`config.mk`:
```
export PLATFORM = sky130hd
export DESIGN_NAME = vga_timing
export DESIGN_NICKNAME = d
export VERILOG_FILES = /design/src/rtl/video_pkg.sv /design/src/rtl/vga_timing.sv
export VERILOG_INCLUDE_DIRS = /design/src /design/src/rtl
export SDC_FILE = /design/constraint.sdc
export NUM_CORES = 1
export LEC_CHECK = 0
export BUFFER_PORTS_ARGS = -buffer_cell sky130_fd_sc_hd__buf_2
export CAP_MARGIN = 0
export CORE_ASPECT_RATIO = 1.2
export CORE_MARGIN = 8
export CORE_UTILIZATION = 55
export DETAILED_ROUTE_END_ITERATION = 7
export PLACE_DENSITY = 0.77
export SYNTH_ARGS = -nofsm -noshare
export SYNTH_HDL_FRONTEND = slang
export SYNTH_SLANG_ARGS = --single-unit
```
`constraint.sdc`:
```
create_clock -name clk -period 2.3 [get_ports clk]
set_clock_uncertainty 0.15 [all_clocks]
set_input_delay 0 -clock clk [delete_from_list [all_inputs] [get_ports clk]]
set_output_delay 0 -clock clk [all_outputs]
set_load 0.02 [all_outputs]
```
`src/rtl/terminal_defines.svh`:
```
`ifndef TERMINAL_DEFINES_SVH
`define TERMINAL_DEFINES_SVH

// ====================
// Raster timing, 640x480
// ====================
`define H_ACTIVE 640
`define H_FRONT 16
`define H_SYNC 96
`define H_BACK 48

`define V_ACTIVE 480
`define V_FRONT 10
`define V_SYNC 2
`define V_BACK 33

// ====================
// Text grid and glyphs
// ====================
`define TEXT_COLS 70
`define TEXT_ROWS 30

`define CHAR_W 9  // Bit 0 is the leftmost pixel
`define CHAR_H 16

// ASCII code times 16 plus glyph row
`define FONT_ADDR_W 12

`endif
```
`src/rtl/video_pkg.sv`:
```
`default_nettype none

package video_pkg;

  // Pixel coordinates, wide enough for the blanking ranges too
  typedef logic [9:0] hpos_t;
  typedef logic [9:0] vpos_t;

  // One colour channel
  typedef logic [7:0] colour_t;

  localparam colour_t COLOUR_MAX = 8'hFF;  // Full white

endpackage

`default_nettype wire

```
`src/rtl/vga_timing.sv`:
```
`timescale 1ns/1ps
`default_nettype none

`include "terminal_defines.svh"

module vga_timing (
  input  logic             clk,
  input  logic             rst_n,
  output video_pkg::hpos_t h_pos,
  output video_pkg::vpos_t v_pos,
  output logic             active,
  output logic             hsync,
  output logic             vsync
);

  import video_pkg::*;

  localparam int H_TOTAL = `H_ACTIVE + `H_FRONT + `H_SYNC + `H_BACK;  // 800
  localparam int V_TOTAL = `V_ACTIVE + `V_FRONT + `V_SYNC + `V_BACK;  // 525

  localparam hpos_t H_LAST   = hpos_t'(H_TOTAL - 1);
  localparam hpos_t H_ACT    = hpos_t'(`H_ACTIVE);
  localparam hpos_t HS_BEGIN = hpos_t'(`H_ACTIVE + `H_FRONT);
  localparam hpos_t HS_END   = hpos_t'(`H_ACTIVE + `H_FRONT + `H_SYNC);

  localparam vpos_t V_LAST   = vpos_t'(V_TOTAL - 1);
  localparam vpos_t V_ACT    = vpos_t'(`V_ACTIVE);
  localparam vpos_t VS_BEGIN = vpos_t'(`V_ACTIVE + `V_FRONT);
  localparam vpos_t VS_END   = vpos_t'(`V_ACTIVE + `V_FRONT + `V_SYNC);

  hpos_t h_cnt;
  vpos_t v_cnt;

  // ====================
  // Counters
  // ====================
  always_ff @(posedge clk or negedge rst_n) begin
    if (!rst_n) begin
      h_cnt <= '0;
      v_cnt <= '0;
    end else if (h_cnt == H_LAST) begin
      h_cnt <= '0;
      v_cnt <= (v_cnt == V_LAST) ? '0 : v_cnt + 1'b1;
    end else begin
      h_cnt <= h_cnt + 1'b1;
    end
  end

  // Registered decode, one cycle behind the counters
  always_ff @(posedge clk or negedge rst_n) begin
    if (!rst_n) begin
      h_pos  <= '0;
      v_pos  <= '0;
      active <= 1'b0;
      hsync  <= 1'b1;
      vsync  <= 1'b1;
    end else begin
      h_pos  <= h_cnt;
      v_pos  <= v_cnt;
      active <= (h_cnt < H_ACT) && (v_cnt < V_ACT);
      hsync  <= !((h_cnt >= HS_BEGIN) && (h_cnt < HS_END));  // Active low
      vsync  <= !((v_cnt >= VS_BEGIN) && (v_cnt < VS_END));
    end
  end

  a_hpos_range: assert property (@(posedge clk) disable iff (!rst_n)
    h_pos <= H_LAST)
    else $error("h_pos beyond line length");

endmodule

`default_nettype wire

```
Word level (Yosys, flattened, before mapping)
Cells that the tools add are included.
- register bits after elaboration: 43
- output and inout port bits: 23
- $add $sub $neg: 2
- $lt $le $gt $ge: 6
- eq/ne operators: 2
- mux-type cells: 2
- reduce and logical (&&, ||, !) cells: 5
- operators by type and width (operator ; count):
    adder 10 x 1 -> 10 bit (second input constant) ; 2
    equality test 10 bit (second input constant) ; 2
    less-than comparator 10 bit (second input constant) ; 2
    less-than comparator 10 x 9 -> 1 bit (second input constant) ; 2
    2-to-1 mux 10 bit ; 2
    >= comparator 10 bit (second input constant) ; 1
    >= comparator 10 x 9 -> 1 bit (second input constant) ; 1
    logical AND 1 bit ; 3
    logical NOT 1 bit ; 2

Longest topological paths before layout
- word-level depth: 3
- mapped depth: 6
- depth with buffers taken out: 5

Worst setup path before layout
OpenSTA, ideal clock, no wires.
- kind: register to register
- start: register h_cnt[5]
- end: register v_cnt[4]
- setup time: 0.125 ns
- arrival time: 1.425 ns
- data required time: 2.025 ns
- slack: 0.600 ns
- cell stages (with the launch flop): 5
- path buffers: 0
- period minus slack after synthesis: 1.700 ns
- cell sequence: dfrtp_1 -> nor4b_4 -> and4_4 -> nand4_2 -> mux2_4
- longest elaborated chain between the ends: 1
- ends and longest elaborated chain (item ; RTL line ; RTL):
    from (decl) ; vga_timing.sv:31 ; hpos_t h_cnt;
    from (signal assigned) ; vga_timing.sv:45 ; h_cnt <= h_cnt + 1'b1;
    equality test 10 bit ; vga_timing.sv:41 ; end else if (h_cnt == H_LAST) begin
    to (signal assigned) ; vga_timing.sv:43 ; v_cnt <= (v_cnt == V_LAST) ? '0 : v_cnt + 1'b1;
    to (decl) ; vga_timing.sv:32 ; vpos_t v_cnt;
Every way passes these cells.
A chain may end at the register's enable or synchronous reset.

Final worst setup path
- start: register h_cnt[0]
- end: register v_cnt[4]
The elaborated chain is that of the path after synthesis.

==> flow_summary.ini <==
[routing]
finalWirelength_um = 2823
vias = 1086
first_pass_iters = 4
drtIter0Drc = 61
drc = 0
routed_via_density = 5.627
ant_nets = 0
wire_per_inst_um = 14.63

[clock_network]
path_clk_slew_ns = 0.12
cts_tree = built
cts-resized-gates = 0
cts_buffers = 5
worst_skew_pair.late_latency_ns = 0.35
clk_path_buf_depth = 2
htreeDepth = 2
cts.sinks = 43
cts_root_buf = clkbuf_4

[worst_hold_path]
worstHoldPathType = in -> async

[sta]
fin_crit_sh_pct = 83.25
drv_slew = 0
rsz0062_at_grt = no
fin_tns_setup_ns = 0
worst_pin_slew_ns = 0.8972
relSlewSlack_pct = 40.19
setup_ws_ns = 0.3853
min_period_ns = 1.915
finalHoldViolations = 0
setup_viol = 0
max_freq_mhz = 522.3

[yosys]
synth.area.mux_share_pct = 1.579
synth.top_cell.area_share_pct = 61.65
ys_async_sr_fraction_pct = 100.0
synth_top_family_by_area = simple AND/OR/NAND/NOR gates
synth_edf_count = 0
synth_adder_area_share_pct = 3.008
ys_types = 38
ys.flop_type = dfrtp_1
ys_ff_latch = 43
yosys-top-cells-area = dfrtp_1 (62%), dfstp_2 (3.2%), ha_1 (3.0%)
synthesis.instances = 125
synth_area_um2 = 1664
synth.yosys.seq_area_share_pct = 64.81
synth.largest_area_cell = dfrtp_1
synth_compound_area_share_pct = 6.165
yosys.area_share.simple_pct = 18.12
synth_area_per_cell_um2 = 13.31
yosys_warnings = 0
synth_nets = 131
synth_xor_area_share_pct = 4.737

[global_routing]
grt_pass1_vias = 1027
grt_overflow = 0
grt_usage_pct = 12.19
antenna_found_initial = 0
grt_max_degree = 44
grt_pass1_wl_um = 4864

[layout]
drive_gt1_share_pct = 26.75
diodes = 0
fin_util_pct = 64.02
syn_to_final_growth_pct = 14.36
nets = 162
final_cell_area_um2 = 1903
fillCellCount = 225

[worst_setup_path]
worstPathArrival_ns = 2.02
cp-start-kind = flip-flop
slowest_delay_ns = 0.44
crit_buf_inv = 0
worstPathRequired_ns = 2.40
critPathTopFamily = simple AND/OR/NAND/NOR gates
critPathKind = reg -> reg
worstPathMaxFanout = 12
critPathCaptureType = flip-flop
path_cells = ha_1 > and3_2 > and4_4 > nand4_2 > mux2_4
slowest_stage = dfrtp_1

[floorplan]
die-width_um = 66.22
core_um2 = 2973
dieArea_um2 = 5049
die_h_um = 76.26
start_util_pct = 55.98
placementRows = 22
io_pins = 25

[placed_design]
place_ws_ns = 0.4108
placed_area_um2 = 1818
dpl.hpwl_um = 1923
place_congestion = 0.8569
port_buffers = 24

[power]
pwr_density_cell_nw_per_um2 = 644.0
p_clk_share_pct = 37.1
p_sw_share_pct = 19.38
combPwrFrac_pct = 1.2
p_sw_uw = 237.5
p_leak_nw = 0.9386
cell_internal_pwr_uw = 988.2
seqPwrFrac_pct = 61.7
peakVddDrop_mv = 0.4288

[job]
drv_cap = 0

[run_status]
outcome = finished clean
## repair_timing
action / CTS / global route
buffers inserted: 0 / 0
hold buffers: 1 / 0
hold endpoints to repair: 41 / 0
## power by group through the flow
stage | Combinational (mW) | Clock [mW] | Sequential [mW]
floorplan | 0.000000220 | 0 | 0.771
global placement | 0.0146 | 0 | 0.770
detailed placement | 0.0152 | 0 | 0.770
CTS | 0.0164 | 0.464 | 0.756
global route | 0.0187 | 0.504 | 0.756
finish | 0.0152 | 0.455 | 0.756
## through the flow
| stage | power [mW] | std cells | hold WS [ns] |
|---|---|---|---|
| after floorplan | 0.7706 | 125 | -0.4456 |
| after global placement | 0.7850 | 184 | 0.01550 |
| after detailed placement | 0.7856 | 184 | 0.03154 |
| after CTS | 1.237 | 193 | 0.1895 |
| after global routing | 1.279 | 193 | 0.2475 |
| final | 1.226 | 193 | 0.1652 |
## logic make-up (layout without fill, tap and decap cells)
kind of cell | Yosys count | after routing
adders and majority gates | 4 | 4
DFF | 43 | 43
xor gates and xnor gates | 9 | 9
AOI/OAI and AO/OA | 15 | 15
muxes | 2 | 2
and+or+nand+nor | 47 | 47
buffers and inverters | 5 | 37
## Yosys cell counts, types with 2 or more instances
library cell / number
nand3_1: 6
nand4_1: 6
inv_1: 4
nand2_1: 4
o21ai_1: 2
xor2_1: 4
dfrtp_1: 41
and3_1: 2
nor2_1: 8
xnor2_1: 5
dfstp_2: 2
ha_1: 4
nor3_1: 5
o21ai_0: 5
a22o_1: 4
## area by class of cell
type | count | area [µm²] | share of cell area (%)
clock buffers | 7 | 45.04 | 2.367
clock inverters | 1 | 30.03 | 1.578
inverters | 4 | 15.01 | 0.7890
multi-input cells | 77 | 559.3 | 29.39
flip-flops and latches | 43 | 1079 | 56.67
well taps | 36 | 45.04 | 2.367
repair buffers | 25 | 130.1 | 6.838
## layer usage
layer | track usage [%] | up-vias | wire, µm
met4 | 5.782 | 0 | 61
met5 | 0 | - | 0
li1 | - | 511 | -
met1 | 15.55 | 534 | 1184
met2 | 17.23 | 33 | 1324
met3 | 5.147 | 8 | 252
## path summary, 6_finish.rpt
kind                                        endpoint  slack, ns  cells after the start            startpoint
max in group asynchronous       v_cnt[5]$_DFFE_PN0N_       1.28                      2                 rst_n
worst max register to register  v_cnt[4]$_DFFE_PN0N_       0.39                      5    h_cnt[0]$_DFF_PN0_
min in group clk                  v_pos[0]$_DFF_PN0_       0.29                      0  v_cnt[0]$_DFFE_PN0N_
worst min-delay path              h_pos[4]$_DFF_PN0_       0.17                      2                 rst_n
worst max-delay path            v_cnt[4]$_DFFE_PN0N_       0.39                      5    h_cnt[0]$_DFF_PN0_
worst min register to register    v_pos[0]$_DFF_PN0_       0.29                      0  v_cnt[0]$_DFFE_PN0N_
## flip-flops by register name (all words and copies together), names as in the netlist
| signal | flops |
|---|---|
| vsync | 1 |
| h_pos | 10 |
| v_cnt | 10 |
| v_pos | 10 |
| hsync | 1 |
| active | 1 |
| h_cnt | 10 |
## cell usage in the layout, fill, tap and decap left out, drive strengths merged, types with 2 or more instances in the layout
master	count
nand3	6
xor2	4
inv	4
nor2	9
dfstp	2
o21ai	8
xnor2	5
nor4b	2
nor3	5
a22o	4
and3	3
mux2	2
buf	24
dfrtp	41
and4	3
nand2	4
clkbuf	7
ha	4
nand4	7
Note: power is estimated with default switching activity, not from simulation.
