===== config.mk =====
export PLATFORM = sky130hd
export DESIGN_NAME = ps2_keyboard
export DESIGN_NICKNAME = d
export VERILOG_FILES = /design/src/rtl/terminal_defines.svh /design/src/rtl/kbd_pkg.sv /design/src/rtl/ps2_keyboard.sv
export SDC_FILE = /design/constraint.sdc
export NUM_CORES = 1
export LEC_CHECK = 0
export ABC_AREA = 1
export BUFFER_PORTS_ARGS = -buffer_cell sky130_fd_sc_hd__buf_2
export CAP_MARGIN = 30
export CORE_ASPECT_RATIO = 1.5
export CORE_MARGIN = 2
export CORE_UTILIZATION = 45
export DETAILED_ROUTE_END_ITERATION = 12
export RECOVER_POWER = 100
export REMOVE_ABC_BUFFERS = 1
export SYNTH_ARGS = -nofsm -noshare
export SYNTH_HDL_FRONTEND = slang
export SYNTH_SLANG_ARGS = --single-unit

===== constraint.sdc =====
create_clock -name clk -period 2 [get_ports clk]
set_input_delay 0.1 -clock clk [delete_from_list [all_inputs] [get_ports clk]]
set_output_delay 0.1 -clock clk [all_outputs]
set_load 0.05 [all_outputs]

===== src/rtl/terminal_defines.svh =====
`ifndef TERMINAL_DEFINES_SVH
`define TERMINAL_DEFINES_SVH

// ====================
// Raster timing, 640x480
// ====================
`define H_ACTIVE 640
`define H_FRONT 16
`define H_SYNC 96
`define H_BACK 48

`define V_ACTIVE 480
`define V_FRONT 10
`define V_SYNC 2
`define V_BACK 33

// ====================
// Text grid and glyphs
// ====================
`define TEXT_COLS 70
`define TEXT_ROWS 30

`define CHAR_W 9  // Bit 0 is the leftmost pixel
`define CHAR_H 16

// ASCII code times 16 plus glyph row
`define FONT_ADDR_W 12

`endif

===== src/rtl/kbd_pkg.sv =====
`default_nettype none

package kbd_pkg;

  // ====================
  // Keyboard types
  // ====================

  // One byte from the PS/2 line, scan code set 2
  typedef logic [7:0] scan_code_t;

  // Character handed to the display
  typedef logic [7:0] ascii_t;

  // ====================
  // Scan codes
  // ====================

  // Prefix of a release sequence
  localparam scan_code_t SC_BREAK = 8'hF0;

  localparam scan_code_t SC_ENTER = 8'h5A;

  // Enter moves the cursor, never stored
  localparam ascii_t CH_ENTER = 8'h0D;

endpackage

`default_nettype wire


===== src/rtl/ps2_keyboard.sv =====
`timescale 1ns/1ps
`default_nettype none

module ps2_keyboard (
  input  logic            clk,
  input  logic            rst_n,
  input  logic            ps2_clk,
  input  logic            ps2_data,
  output logic            char_valid,
  output kbd_pkg::ascii_t char_code
);

  import kbd_pkg::*;

  // ====================
  // Line synchronizers
  // ====================
  logic ps2_clk_s1;
  logic ps2_clk_s2;
  logic ps2_clk_s3;
  logic ps2_data_s1;
  logic ps2_data_s2;
  logic ps2_fall;

  always_ff @(posedge clk or negedge rst_n) begin
    if (!rst_n) begin
      ps2_clk_s1  <= 1'b1;
      ps2_clk_s2  <= 1'b1;
      ps2_clk_s3  <= 1'b1;
      ps2_data_s1 <= 1'b1;
      ps2_data_s2 <= 1'b1;
    end else begin
      ps2_clk_s1  <= ps2_clk;
      ps2_clk_s2  <= ps2_clk_s1;
      ps2_clk_s3  <= ps2_clk_s2;
      ps2_data_s1 <= ps2_data;
      ps2_data_s2 <= ps2_data_s1;
    end
  end

  assign ps2_fall = ps2_clk_s3 & ~ps2_clk_s2;

  // ====================
  // Frame receiver
  // ====================
  logic [3:0] bit_cnt;
  logic [9:0] shift_q;     // Parity, data, start
  logic       frame_ok;
  logic       scan_valid;
  scan_code_t scan_code;

  // Start low, odd parity, stop high on the current bit
  assign frame_ok = ~shift_q[0] & (^shift_q[9:1]) & ps2_data_s2;

  always_ff @(posedge clk or negedge rst_n) begin
    if (!rst_n) begin
      bit_cnt    <= '0;
      scan_valid <= 1'b0;
    end else begin
      scan_valid <= 1'b0;
      if (ps2_fall) begin
        if (bit_cnt == 4'd10) begin
          bit_cnt    <= '0;
          scan_valid <= frame_ok;
        end else begin
          bit_cnt <= bit_cnt + 4'd1;
        end
      end
    end
  end

  always_ff @(posedge clk) begin
    if (ps2_fall) begin
      if (bit_cnt == 4'd10) begin
        scan_code <= shift_q[8:1];
      end else begin
        shift_q <= {ps2_data_s2, shift_q[9:1]};  // LSB first
      end
    end
  end

  // ====================
  // Scan code to ASCII
  // ====================
  logic   break_seen;
  logic   map_hit;
  ascii_t map_char;

  always_comb begin
    map_hit  = 1'b1;
    map_char = '0;
    case (scan_code)
      8'h1C:    map_char = "a";
      8'h32:    map_char = "b";
      8'h21:    map_char = "c";
      8'h23:    map_char = "d";
      8'h24:    map_char = "e";
      8'h2B:    map_char = "f";
      8'h34:    map_char = "g";
      8'h33:    map_char = "h";
      8'h43:    map_char = "i";
      8'h3B:    map_char = "j";
      8'h42:    map_char = "k";
      8'h4B:    map_char = "l";
      8'h3A:    map_char = "m";
      8'h31:    map_char = "n";
      8'h44:    map_char = "o";
      8'h4D:    map_char = "p";
      8'h15:    map_char = "q";
      8'h2D:    map_char = "r";
      8'h1B:    map_char = "s";
      8'h2C:    map_char = "t";
      8'h3C:    map_char = "u";
      8'h2A:    map_char = "v";
      8'h1D:    map_char = "w";
      8'h22:    map_char = "x";
      8'h35:    map_char = "y";
      8'h1A:    map_char = "z";
      8'h45:    map_char = "0";
      8'h16:    map_char = "1";
      8'h1E:    map_char = "2";
      8'h26:    map_char = "3";
      8'h25:    map_char = "4";
      8'h2E:    map_char = "5";
      8'h36:    map_char = "6";
      8'h3D:    map_char = "7";
      8'h3E:    map_char = "8";
      8'h46:    map_char = "9";
      8'h29:    map_char = " ";
      SC_ENTER: map_char = CH_ENTER;
      default:  map_hit  = 1'b0;
    endcase
  end

  always_ff @(posedge clk or negedge rst_n) begin
    if (!rst_n) begin
      break_seen <= 1'b0;
      char_valid <= 1'b0;
    end else begin
      char_valid <= 1'b0;
      if (scan_valid) begin
        if (scan_code == SC_BREAK) begin
          break_seen <= 1'b1;
        end else if (break_seen) begin
          break_seen <= 1'b0;  // Code of the released key
        end else begin
          char_valid <= map_hit;
        end
      end
    end
  end

  always_ff @(posedge clk) begin
    if (scan_valid) begin
      char_code <= map_char;
    end
  end

  // Frames are hundreds of cycles apart, so events never touch
  a_single_pulse: assert property (@(posedge clk) disable iff (!rst_n)
    char_valid |=> !char_valid)
    else $error("char_valid high on consecutive cycles");

endmodule

`default_nettype wire


Word level (Yosys, flattened, before mapping):

Index checks and enable logic that the tools add are counted.

* register bits after elaboration: 38
* input bits: 4
* logic and storage cells: 72

* add/sub/neg operators: 1
* equality and inequality tests: 40
* muxes and demuxes: 9
* bitwise operators: 6
* reduce and logical (&&, ||, !) cells: 4

Operators with widths (count)
* $pmux W7 S38: 1
* $eq A8 B6 Y1 const B: 23
* $eq A8 B7 Y1 const B: 8
* $eq A8 B5 Y1 const B: 7
* $reduce_or A38 Y1: 1
* $reduce_xor A9 Y1: 1
* $eq A8 B8 Y1 const B: 1
* $mux W1: 7
* $add A4 B1 Y4 const B: 1
* $eq A4 B4 Y1 const B: 1
* $mux W4: 1
* $reduce_and A2 Y1: 2
* $and A1 B1 Y1: 3
* $not A1 Y1: 3

Longest topological paths before layout:

Gate-level depths: netlist of the first run.

* word-level depth: 6
* mapped depth: 12
* mapped depth without buffers: 12

Worst setup path before layout of the first run:

No wires, ideal clock.

* path kind: register to register
* start: register ps2_clk_s3
* end: register scan_code[0] (enable)
* arrival time: 1.296 ns
* path slack: 0.329 ns
* cell stages (with the launch flop): 5
* buffers on the path: 0
* cells stage by stage: dfstp_2 > inv_1 > nor2_1 > inv_1 > nor2_1

* longest elaborated chain between the ends: 2

Ends and longest elaborated chain
* start: declaration: RTL line ps2_keyboard.sv:20 `logic ps2_clk_s3;`
* start signal: assignment: RTL line ps2_keyboard.sv:35 `ps2_clk_s3 <= ps2_clk_s2;`
* $and A1 B1 Y1: RTL line ps2_keyboard.sv:41 `assign ps2_fall = ps2_clk_s3 & ~ps2_clk_s2;`
* $reduce_and A2 Y1 (no line)
* end signal: assignment: RTL line ps2_keyboard.sv:75 `scan_code <= shift_q[8:1];`
* end: declaration: RTL line ps2_keyboard.sv:50 `scan_code_t scan_code;`

No other way between the ends.
A chain may end at the register's enable or synchronous reset.

Worst setup path in the final report of the first run:

* start: register scan_code[2]
* end: register char_code[4] (data pin)

* longest elaborated chain between the ends: 2
* elaborated cells between the ends (all ways): 39

Ends and longest elaborated chain
* $eq A8 B7 Y1, or another cell as far along: RTL line ps2_keyboard.sv:92 `case (scan_code)`
* $pmux W7 S38 *: RTL line ps2_keyboard.sv:92
* named net map_char[4]: RTL line ps2_keyboard.sv:87 `ascii_t map_char;`
* end signal: assignment: RTL line ps2_keyboard.sv:155 `char_code <= map_char;`
* end: declaration: RTL line ps2_keyboard.sv:10 `output kbd_pkg::ascii_t char_code`

The timed path passes the listed nets; every way through them passes the cells marked *.

==> results.md, run 1 <==
- Yosys mapped the design onto 27 distinct sky130hd cell types.
- 0 antenna diodes ended up in the layout.
- In this run the power density over the cells is 789 nW/um2.
- Before antenna repair, the detailed router went through 8 iterations.
- The max-cap violation count is 0.
- The maximum root-to-sink buffer count is 2.
- The final critical path time including I/O delays and setup is 1.83 ns.
- The H-tree was split into 2 levels.
- Summed over all nets, wire length on met3 after detailed routing comes to 154 um.
- The final critical path takes up 91.6% of the cycle.
- After synthesis the netlist holds a flip-flop and latch count of 37.
- At the placement stage, the worst setup path has a slack of 0.229 ns.
- Global routing used 18.9% of the available tracks across all layers.
- The number of buffers inserted to repair setup after CTS is 0.
- Entering global routing, the biggest net connects 13 pins.
- TritonCTS built the clock tree.
- The average size of a mapped cell is 8.30 um2.
- The overall via count from detail_route is 1624.
- At the worst endpoint, the arrival time is 1.87 ns.
- After detailed routing, the average wire length per cell comes to 13.9 um.
- The total overflow left after global routing is 0.
- Summed over all layers, the routed wires come to 4310 um.
- The via count of the first global-routing pass is 1637.
- At the end of the flow, the number of nets in the layout was 267.
- The area of the mapped netlist is 2020 um2.
- The required time of the worst setup path is 2.04 ns.
- The actual transition at the worst max-transition pin is 0.605 ns.
- The final routed DRC violation total is 2.
- The number of synthesized flops with an enable pin is 25.
- The worst setup path is captured at a flip-flop.
- Of the cells placed in the final design, the portion with a size suffix greater than 1 is 13.6%.
- The static power due to leakage is 1.04 nW.
- The initial antenna violation count was 0.
- The checks that failed: DRC.
- Detailed routing placed a total of 2330 um of wire on met2.
- Combinational cells account for 11.6% of the total power.
- The horizontal die dimension is 58.7 um.
- Among all flip-flop cells after synthesis, the most frequent one is sky130_fd_sc_hd__edfxtp_1.
- The count of port buffers added during placement is 11.
- The run finished, with violations left.
- The first global-routing pass estimated 7020 um of wire.
- The highest achievable clock rate is 546 MHz.
- The synthesized instance count is 243.
- The mean number of vias per cell is 5.24.
- The internal cell power is 1.33 mW.
- The sequential area share after synthesis is 52.4%.
- The total count of hold-check failures in the final report is 0.
- The area inside the core boundary is 4280 um2.
- For this run, asynchronously set or reset flops after synthesis account for 32.4%.
- The number of pins with negative max-slew slack in the final report was 0.
- The remaining number of nets flagged by the antenna check after routing is 0.
- The net switching power is 443 uW.
- After layout, the worst setup slack is 0.169 ns.
- From synthesis to final layout, the design area changed by 11.2%.
- Clock tree synthesis selected as its root buffer the cell sky130_fd_sc_hd__clkbuf_8.
- The first routing iteration left 55 violations.
- The number of warnings issued by yosys is 0.
- The uppermost signal routing layer after detailed routing is met4.
- The library cell used most frequently in the layout, excluding fill and tap cells, is sky130_fd_sc_hd__nand2_1.
- The worst slew slack as a fraction of its limit is 59.7%.
- After clock tree synthesis, the clock-pin slew on the worst setup and hold paths is 0.08 ns.
- The proportion of total power due to net switching is 25.0%.
- The largest total area in the synthesized netlist belongs to sky130_fd_sc_hd__edfxtp_1.
- The area share of the largest cell type after synthesis is 37.2%.
- In this run the count of I/O pins placed on the die edge is 13.
- From bottom edge to top edge, the die measures 86.0 um.
- The peak fanout along the critical path is 6.
- The type of the setup path with the least slack is flip-flop to flip-flop.
- The post-detailed-placement half-perimeter wirelength is 3380 um.
- Clock tree synthesis found a total of 37 sinks.
- Of the total power, the clock network draws 35.1%.
- The floorplan row count is 29.
- STA classifies the critical path startpoint as a flip-flop.
- The top cell types in the final layout, fill and taps aside, are sky130_fd_sc_hd__nand2_1, sky130_fd_sc_hd__nor2_1, sky130_fd_sc_hd__edfxtp_1, sky130_fd_sc_hd__inv_1, sky130_fd_sc_hd__nand3_1.
- The sequential power share is 53.3%.
- The number of endpoints failing setup at the final stage is 0.
- The later pin in the worst-skew pair is clocked with a latency of 0.29 ns.
- In the post-synthesis netlist, the biggest area contributors are sky130_fd_sc_hd__edfxtp_1, sky130_fd_sc_hd__nand2_1, sky130_fd_sc_hd__dfrtp_1.
- The initial utilization of the core area, before any placement, comes to 47.1%.
- Routability-driven placement finished with a final weighted congestion of 0.978.
- The class of the worst hold path is primary input to async pin.
- Setup repair after global routing left no endpoint under its margin.
- The total routed wire length on the met1 layer is 1550 um.
- The clock tree skew after final layout is 0.00674 ns.
- The die covers 5040 um2.
- The sum of negative setup slack is 0 ns.
- IR analysis of the VDD net gives a maximum drop of 0.000518 V.
- Buffers inserted during clock tree synthesis total 5.
-- metal layers --
| layer | up-vias | global-route usage [%] |
|---|---|---|
| li1 | 827 | - |
| met1 | 728 | 17.1 |
| met2 | 46 | 34.1 |
| met3 | 23 | 4.07 |
| met4 | 0 | 15.5 |
| met5 | - | 0 |
-- final timing paths --
path / to / startpoint / slack [ns] / cells after the start
max in group asynchronous: scan_valid / rst_n / 1.28 / 2
hold / removal: char_valid / rst_n / 0.33 / 2
setup / recovery: char_code[4] / scan_code[2] / 0.17 / 8
min in group clk: ps2_clk_s2 / ps2_clk_s1 / 0.36 / 0
setup reg to reg: char_code[4] / scan_code[2] / 0.17 / 8
hold reg to reg: ps2_clk_s2 / ps2_clk_s1 / 0.36 / 0
-- state kept, by name (all words and copies together), names as in the netlist --
signal and flops:
ps2_clk_s2 1, ps2_clk_s1 1, bit_cnt 4, shift_q 10
char_code 7, scan_valid 1, ps2_clk_s3 1, ps2_data_s2 1
ps2_data_s1 1, char_valid 1, break_seen 1, scan_code 8
-- repair_timing --
action,4_1_cts,5_1_grt
endpoints found under the setup margin,0,0
hold buffers,3,0
endpoints found under the hold margin,14,0
gates resized for setup,0,0
-- metrics by stage --
step	power, mW	util, %	cells	instance area, um2	hold WS (ns)
global route	1.86	52.4	310	2240	0.367
CTS	1.79	52.8	310	2260	0.208
floorplan	1.11	-	241	2000	-0.196
finish	1.77	52.4	310	2240	0.327
detailed placement	1.16	49.5	299	2120	-0.0144
global placement	1.16	49.5	299	2120	-0.0149
-- cell families after synthesis --
kind of cell,after synthesis,synth area share (%)
AOI/OAI and AO/OA,15,3.85
xor gates and xnor gates,7,3.04
buffers and inverters,27,5.58
DFF,37,52.4
other,1,0.186
and+or+nand+nor,156,34.9
-- Yosys cell counts, types with 2 or more instances --
cell	number
sky130_fd_sc_hd__xor2_1	3
sky130_fd_sc_hd__o21ai_1	2
sky130_fd_sc_hd__inv_1	19
sky130_fd_sc_hd__edfxtp_1	25
sky130_fd_sc_hd__dfrtp_1	7
sky130_fd_sc_hd__nor2_2	9
sky130_fd_sc_hd__nand3_1	15
sky130_fd_sc_hd__a21oi_1	8
sky130_fd_sc_hd__dfstp_2	5
sky130_fd_sc_hd__nand4_1	3
sky130_fd_sc_hd__xnor2_1	4
sky130_fd_sc_hd__nor2_1	37
sky130_fd_sc_hd__inv_2	6
sky130_fd_sc_hd__nand3b_1	4
sky130_fd_sc_hd__nand2_1	67
sky130_fd_sc_hd__nor3_1	10
sky130_fd_sc_hd__o21ai_0	4
sky130_fd_sc_hd__nand2_2	6
-- power by group through the flow --
stage	registers [mW]	clock network (mW)	logic, mW
2_1_floorplan	0.949	0	0.161
3_3_place_gp	0.958	0	0.199
3_5_place_dp	0.958	0	0.205
4_1_cts	0.945	0.635	0.208
5_1_grt	0.955	0.672	0.236
6_report	0.944	0.621	0.206
-- worst max-delay path: stages, from the launching register on --
cell,delay (ns)
sky130_fd_sc_hd__edfxtp_1,0.48
sky130_fd_sc_hd__nand2_1,0.22
sky130_fd_sc_hd__nor2_1,0.14
sky130_fd_sc_hd__nand2_1,0.08
sky130_fd_sc_hd__nand2_1,0.11
sky130_fd_sc_hd__nor2_2,0.18
sky130_fd_sc_hd__nand3_1,0.14
sky130_fd_sc_hd__nor3_2,0.16
sky130_fd_sc_hd__nand3_1,0.09
-- final cells by class --
cell class | count | area (um2)
inverter | 25 | 93.8
fill | 400 | 2040
timing repair buffer | 15 | 81.3
tap | 46 | 57.6
clock buffer | 8 | 111
multi-input combinational | 179 | 842
sequential | 37 | 1060
Note: power is estimated with default switching activity, not from simulation.
==> run 2, diff against run 1 <==
Settings changed: PLACE_DENSITY set to 0.66.
Clock period 2 ns to 2.15 ns, I/O delays scaled along.
==> run 2 against run 1 <==
The run still ends with DRC left. Global-route usage increased by 0.45 points. Highest routed layer unchanged. Clock power decreased by 24%. Non-clock buffer count increased by 1. Hold slack improved by 0.0062 ns. Cell area decreased by 1.1%. Critical path type unchanged. Combinational power decreased by 7%. Critical path depth unchanged. Flip-flop and latch count unchanged. Clock-buffer cell count decreased by 3. Utilization decreased by 0.56 points. Register-to-register slack improved by 0.12 ns. Power decreased by 13%.
==> results.md, run 2 (same netlist as run 1, synthesis figures left out) <==
- The count of non-filler cells in the finished layout is 311 (+0.32%).
- The final hold slack was 0.333 ns (+0.00622 ns).
- The count of pins on the block boundary came to 13 (unchanged).
- The flow ran to the end, but the final reports show violations.
- The worst register-to-register path begins at scan_code[2].
- The class of the worst hold path is primary input to async pin.
- The sum of negative setup slack is 0 ns (unchanged).
- The number of cells on the critical path came to 8 (unchanged).
- The post-detailed-placement half-perimeter wirelength is 3200 um (-5.2%).
- The sequential power share came to 56.8% (+3.5 points).
- The number of antenna cells inserted is 0 (unchanged).
- The proportion of total power due to net switching is 26.9% (+1.9 points).
- The number of cells upsized or downsized after cts is 0 (unchanged).
- More flip-flops sit in one register than any other, and that register is shift_q.
- The top cell types in the final layout, fill and taps aside, are sky130_fd_sc_hd__nand2_1, sky130_fd_sc_hd__nor2_1, sky130_fd_sc_hd__edfxtp_1, sky130_fd_sc_hd__inv_1, sky130_fd_sc_hd__nand3_1.
- The number of buffers inserted to repair setup after CTS is 0 (unchanged).
- The net switching power is 416 uW (-6.2%).
- Broken down by cell family, the worst path's largest delay share belongs to simple AND/OR/NAND/NOR gates.
- The area growth from synthesis to layout is 10.0%.
- The ratio of total power to cell area is 696 nW/um2 (-12%).
- The horizontal die dimension was 58.7 um (unchanged).
- The overall power after layout came to 1.54 mW (-13%).
- The number of endpoints failing setup at the final stage is 0 (unchanged).
- The number of clock buffers inserted by TritonCTS is 5 (unchanged).
- The actual transition at the worst max-transition pin was 0.607 ns (+0.00221 ns).
- The clock network latency to the later pin of the worst-skew pair is 0.29 ns (about the same).
- The portion of total power attributed to combinational logic is 12.4% (+0.8 points).
- The static power due to leakage was 1.03 nW (-0.84%).
- The violation count after the first detailed-route iteration is 69 (+25%).
- The final clock period utilization by the worst path came to 86.6% (-5.0 points).
- Leaving out fill and tap cells, the most frequent cell in the layout is sky130_fd_sc_hd__nand2_1.
- The end of the worst register-to-register path is char_code[5].
- The number of nets in the final layout is 268 (+0.37%).
- The total overflow reported by the global router is 0 (unchanged).
- The number of pins with negative max-slew slack in the final report is 0 (unchanged).
- The area inside the core boundary came to 4280 um2 (unchanged).
- The largest net degree at the start of global routing was 13 (unchanged).
- The internal cell power is 1.13 mW (-15%).
- The effective utilization at floorplan came to 47.1% (unchanged).
- The overall via count from detail_route is 1654 (+1.8%).
- The launching element of the worst setup path is scan_code[2].
- The critical path's slowest cell is sky130_fd_sc_hd__edfxtp_1.
- The logic depth of the worst register-to-register path is 8 (unchanged).
- The critical path is of the flip-flop to flip-flop type.
- The floorplan row count is 29 (unchanged).
- The maximum root-to-sink buffer count is 2 (unchanged).
- The highest ir drop seen on vdd is 0.000606 V (+17%).
- The routability congestion estimate is 0.906 (-7.3%).
- TritonCTS built the clock tree.
- The cell area after placement is 2130 um2 (+0.35%).
- The required time of the worst setup path is 2.19 ns (+0.15 ns).
- The critical path's most frequent cell is sky130_fd_sc_hd__nand2_1.
- The number of sinks handled by clock tree synthesis came to 37 (unchanged).
- The peak fanout along the critical path is 6 (unchanged).
- The final routed wirelength across all metal layers came to 4150 um (-3.6%).
- The worst slew slack as a fraction of its limit is 59.5% (-0.15 points).
- The worst setup path is launched from a flip-flop.
- The average detailed-routed wire length per instance is 13.4 um (-3.9%).
- The overall die area is 5040 um2 (unchanged).
- The area of all placed cells without fillers is 2220 um2 (-1.1%).
- The final critical path time including I/O delays and setup is 1.86 ns (+0.0296 ns).
- The remaining number of nets flagged by the antenna check after routing is 0 (unchanged).
- The slack of the worst reg-to-reg path came to 0.29 ns (+0.12 ns).
- The total instance count after detailed placement was 300 (+0.33%).
- The height of the die came to 86.0 um (unchanged).
- The critical path goes through nand2_1 > nor2_1 > nand2_1 > nand2_1 > nor2_1 > nand3_1 > nor3_2 > nand3_1.
- The buffers plus inverters on the worst setup path is 0 (unchanged).
- The final routed DRC violation total is 1 (-1).
- The initial antenna violation count is 0 (unchanged).
- The first-pass iteration count of the detailed router is 8 (unchanged).
- The overall global routing resource usage is 19.3% (+0.45 points).
- The final reports fail on DRC.
- The delay of the slowest cell on the worst path is 0.48 ns (about the same).
- The fraction of power consumed by the clock network was 30.7% (-4.4 points).
- The highest achievable clock rate was 537 MHz (-1.6%).
- The mean number of vias per cell is 5.32 (+1.5%).
- The clock root buffer is sky130_fd_sc_hd__clkbuf_8.
- The clock tree skew after final layout is 0.00781 ns (+0.00107 ns).
- The via count of the first global-routing pass came to 1737 (+6.1%).
- The data arrival time at the worst-slack endpoint was 1.90 ns (+0.03 ns).
- The number of flip-flops in the largest register was 10 (unchanged).
- The clock transition at the registers of the reported paths was 0.07 ns (about the same).
- The largest registers in the layout are shift_q: 10 flops, scan_code: 8 flops, char_code: 7 flops.
- Setup repair after global routing left no endpoint under its margin.
- The global-route wire length before repair came to 7270 um (+3.5%).
- The number of H-tree levels is 2 (unchanged).
- The max-cap violation count is 0 (unchanged).
- The count of port buffers added during placement is 11 (unchanged).
- The total count of hold-check failures in the final report is 0 (unchanged).
- STA classifies the critical path endpoint as a flip-flop.
- The share of layout cells above drive strength 1 is 13.2% (-0.43 points).
==> run 2: cell types whose count changed in the layout (fill, tap and decap cells not counted) <==
cell,delta
sky130_fd_sc_hd__buf_4,+1
sky130_fd_sc_hd__o21ai_1,-1
sky130_fd_sc_hd__nor2_2,-2
sky130_fd_sc_hd__inv_4,+1
sky130_fd_sc_hd__clkinv_1,+1
sky130_fd_sc_hd__nor2_1,+2
sky130_fd_sc_hd__clkinv_2,+2
sky130_fd_sc_hd__clkbuf_8,-1
sky130_fd_sc_hd__clkbuf_16,-1
sky130_fd_sc_hd__o21ai_0,+1
sky130_fd_sc_hd__inv_2,-1
sky130_fd_sc_hd__clkbuf_1,-1
==> run 2: metal layers <==
layer  track usage (%)  share of wire [%]
met2              33.9                 52
met5                 0                  0
met1              18.7                 37
met3              3.32                4.3
met4              16.5                6.3
==> run 2: final cells by class <==
class | count | area, um2
Inverter | 25 | 93.8
Timing Repair Buffer | 16 | 88.8
Clock inverter | 3 | 16.3
Tap cell | 46 | 57.6
Sequential cell | 37 | 1060
Clock buffer | 5 | 68.8
Fill cell | 413 | 2060
Multi-Input combinational cell | 179 | 837
==> run 2: worst max path at each step <==
stage | to
final | char_code[5]
after CTS | char_code[4]
after detailed placement | char_code[4]
after global routing | char_code[5]
after floorplan | scan_code[0]
after global placement | char_code[5]
==> run 2: per-stage QoR <==
step	setup WS, ns	util [%]
final	0.289	51.8
after CTS	0.376	52.3
after detailed placement	0.384	49.6
after global placement	0.372	49.6
after global routing	0.127	51.8
after floorplan	0.479	-
==> run 2: worst reg2reg max path, stage by stage, from the launching register on <==
cell	delay, ns
sky130_fd_sc_hd__edfxtp_1	0.48
sky130_fd_sc_hd__nand2_1	0.21
sky130_fd_sc_hd__nor2_1	0.14
sky130_fd_sc_hd__nand2_1	0.09
sky130_fd_sc_hd__nand2_1	0.10
sky130_fd_sc_hd__nor2_1	0.21
sky130_fd_sc_hd__nand3_1	0.15
sky130_fd_sc_hd__nor3_2	0.15
sky130_fd_sc_hd__nand3_1	0.08
==> run 2: power by group through the flow <==
stage                     registers [mW]  logic [mW]  clock network [mW]
after global placement             0.890       0.185                   0
after CTS                          0.879       0.196               0.496
final                              0.878       0.192               0.475
after global routing               0.887       0.225               0.514
after floorplan                    0.883       0.149                   0
after detailed placement           0.892       0.190                   0
==> run 2: what timing repair did <==
item | 4_1_cts | 5_1_grt
hold buffers | 3 | 0
hold endpoints to repair | 14 | 0
endpoints found under the setup margin | 0 | 0
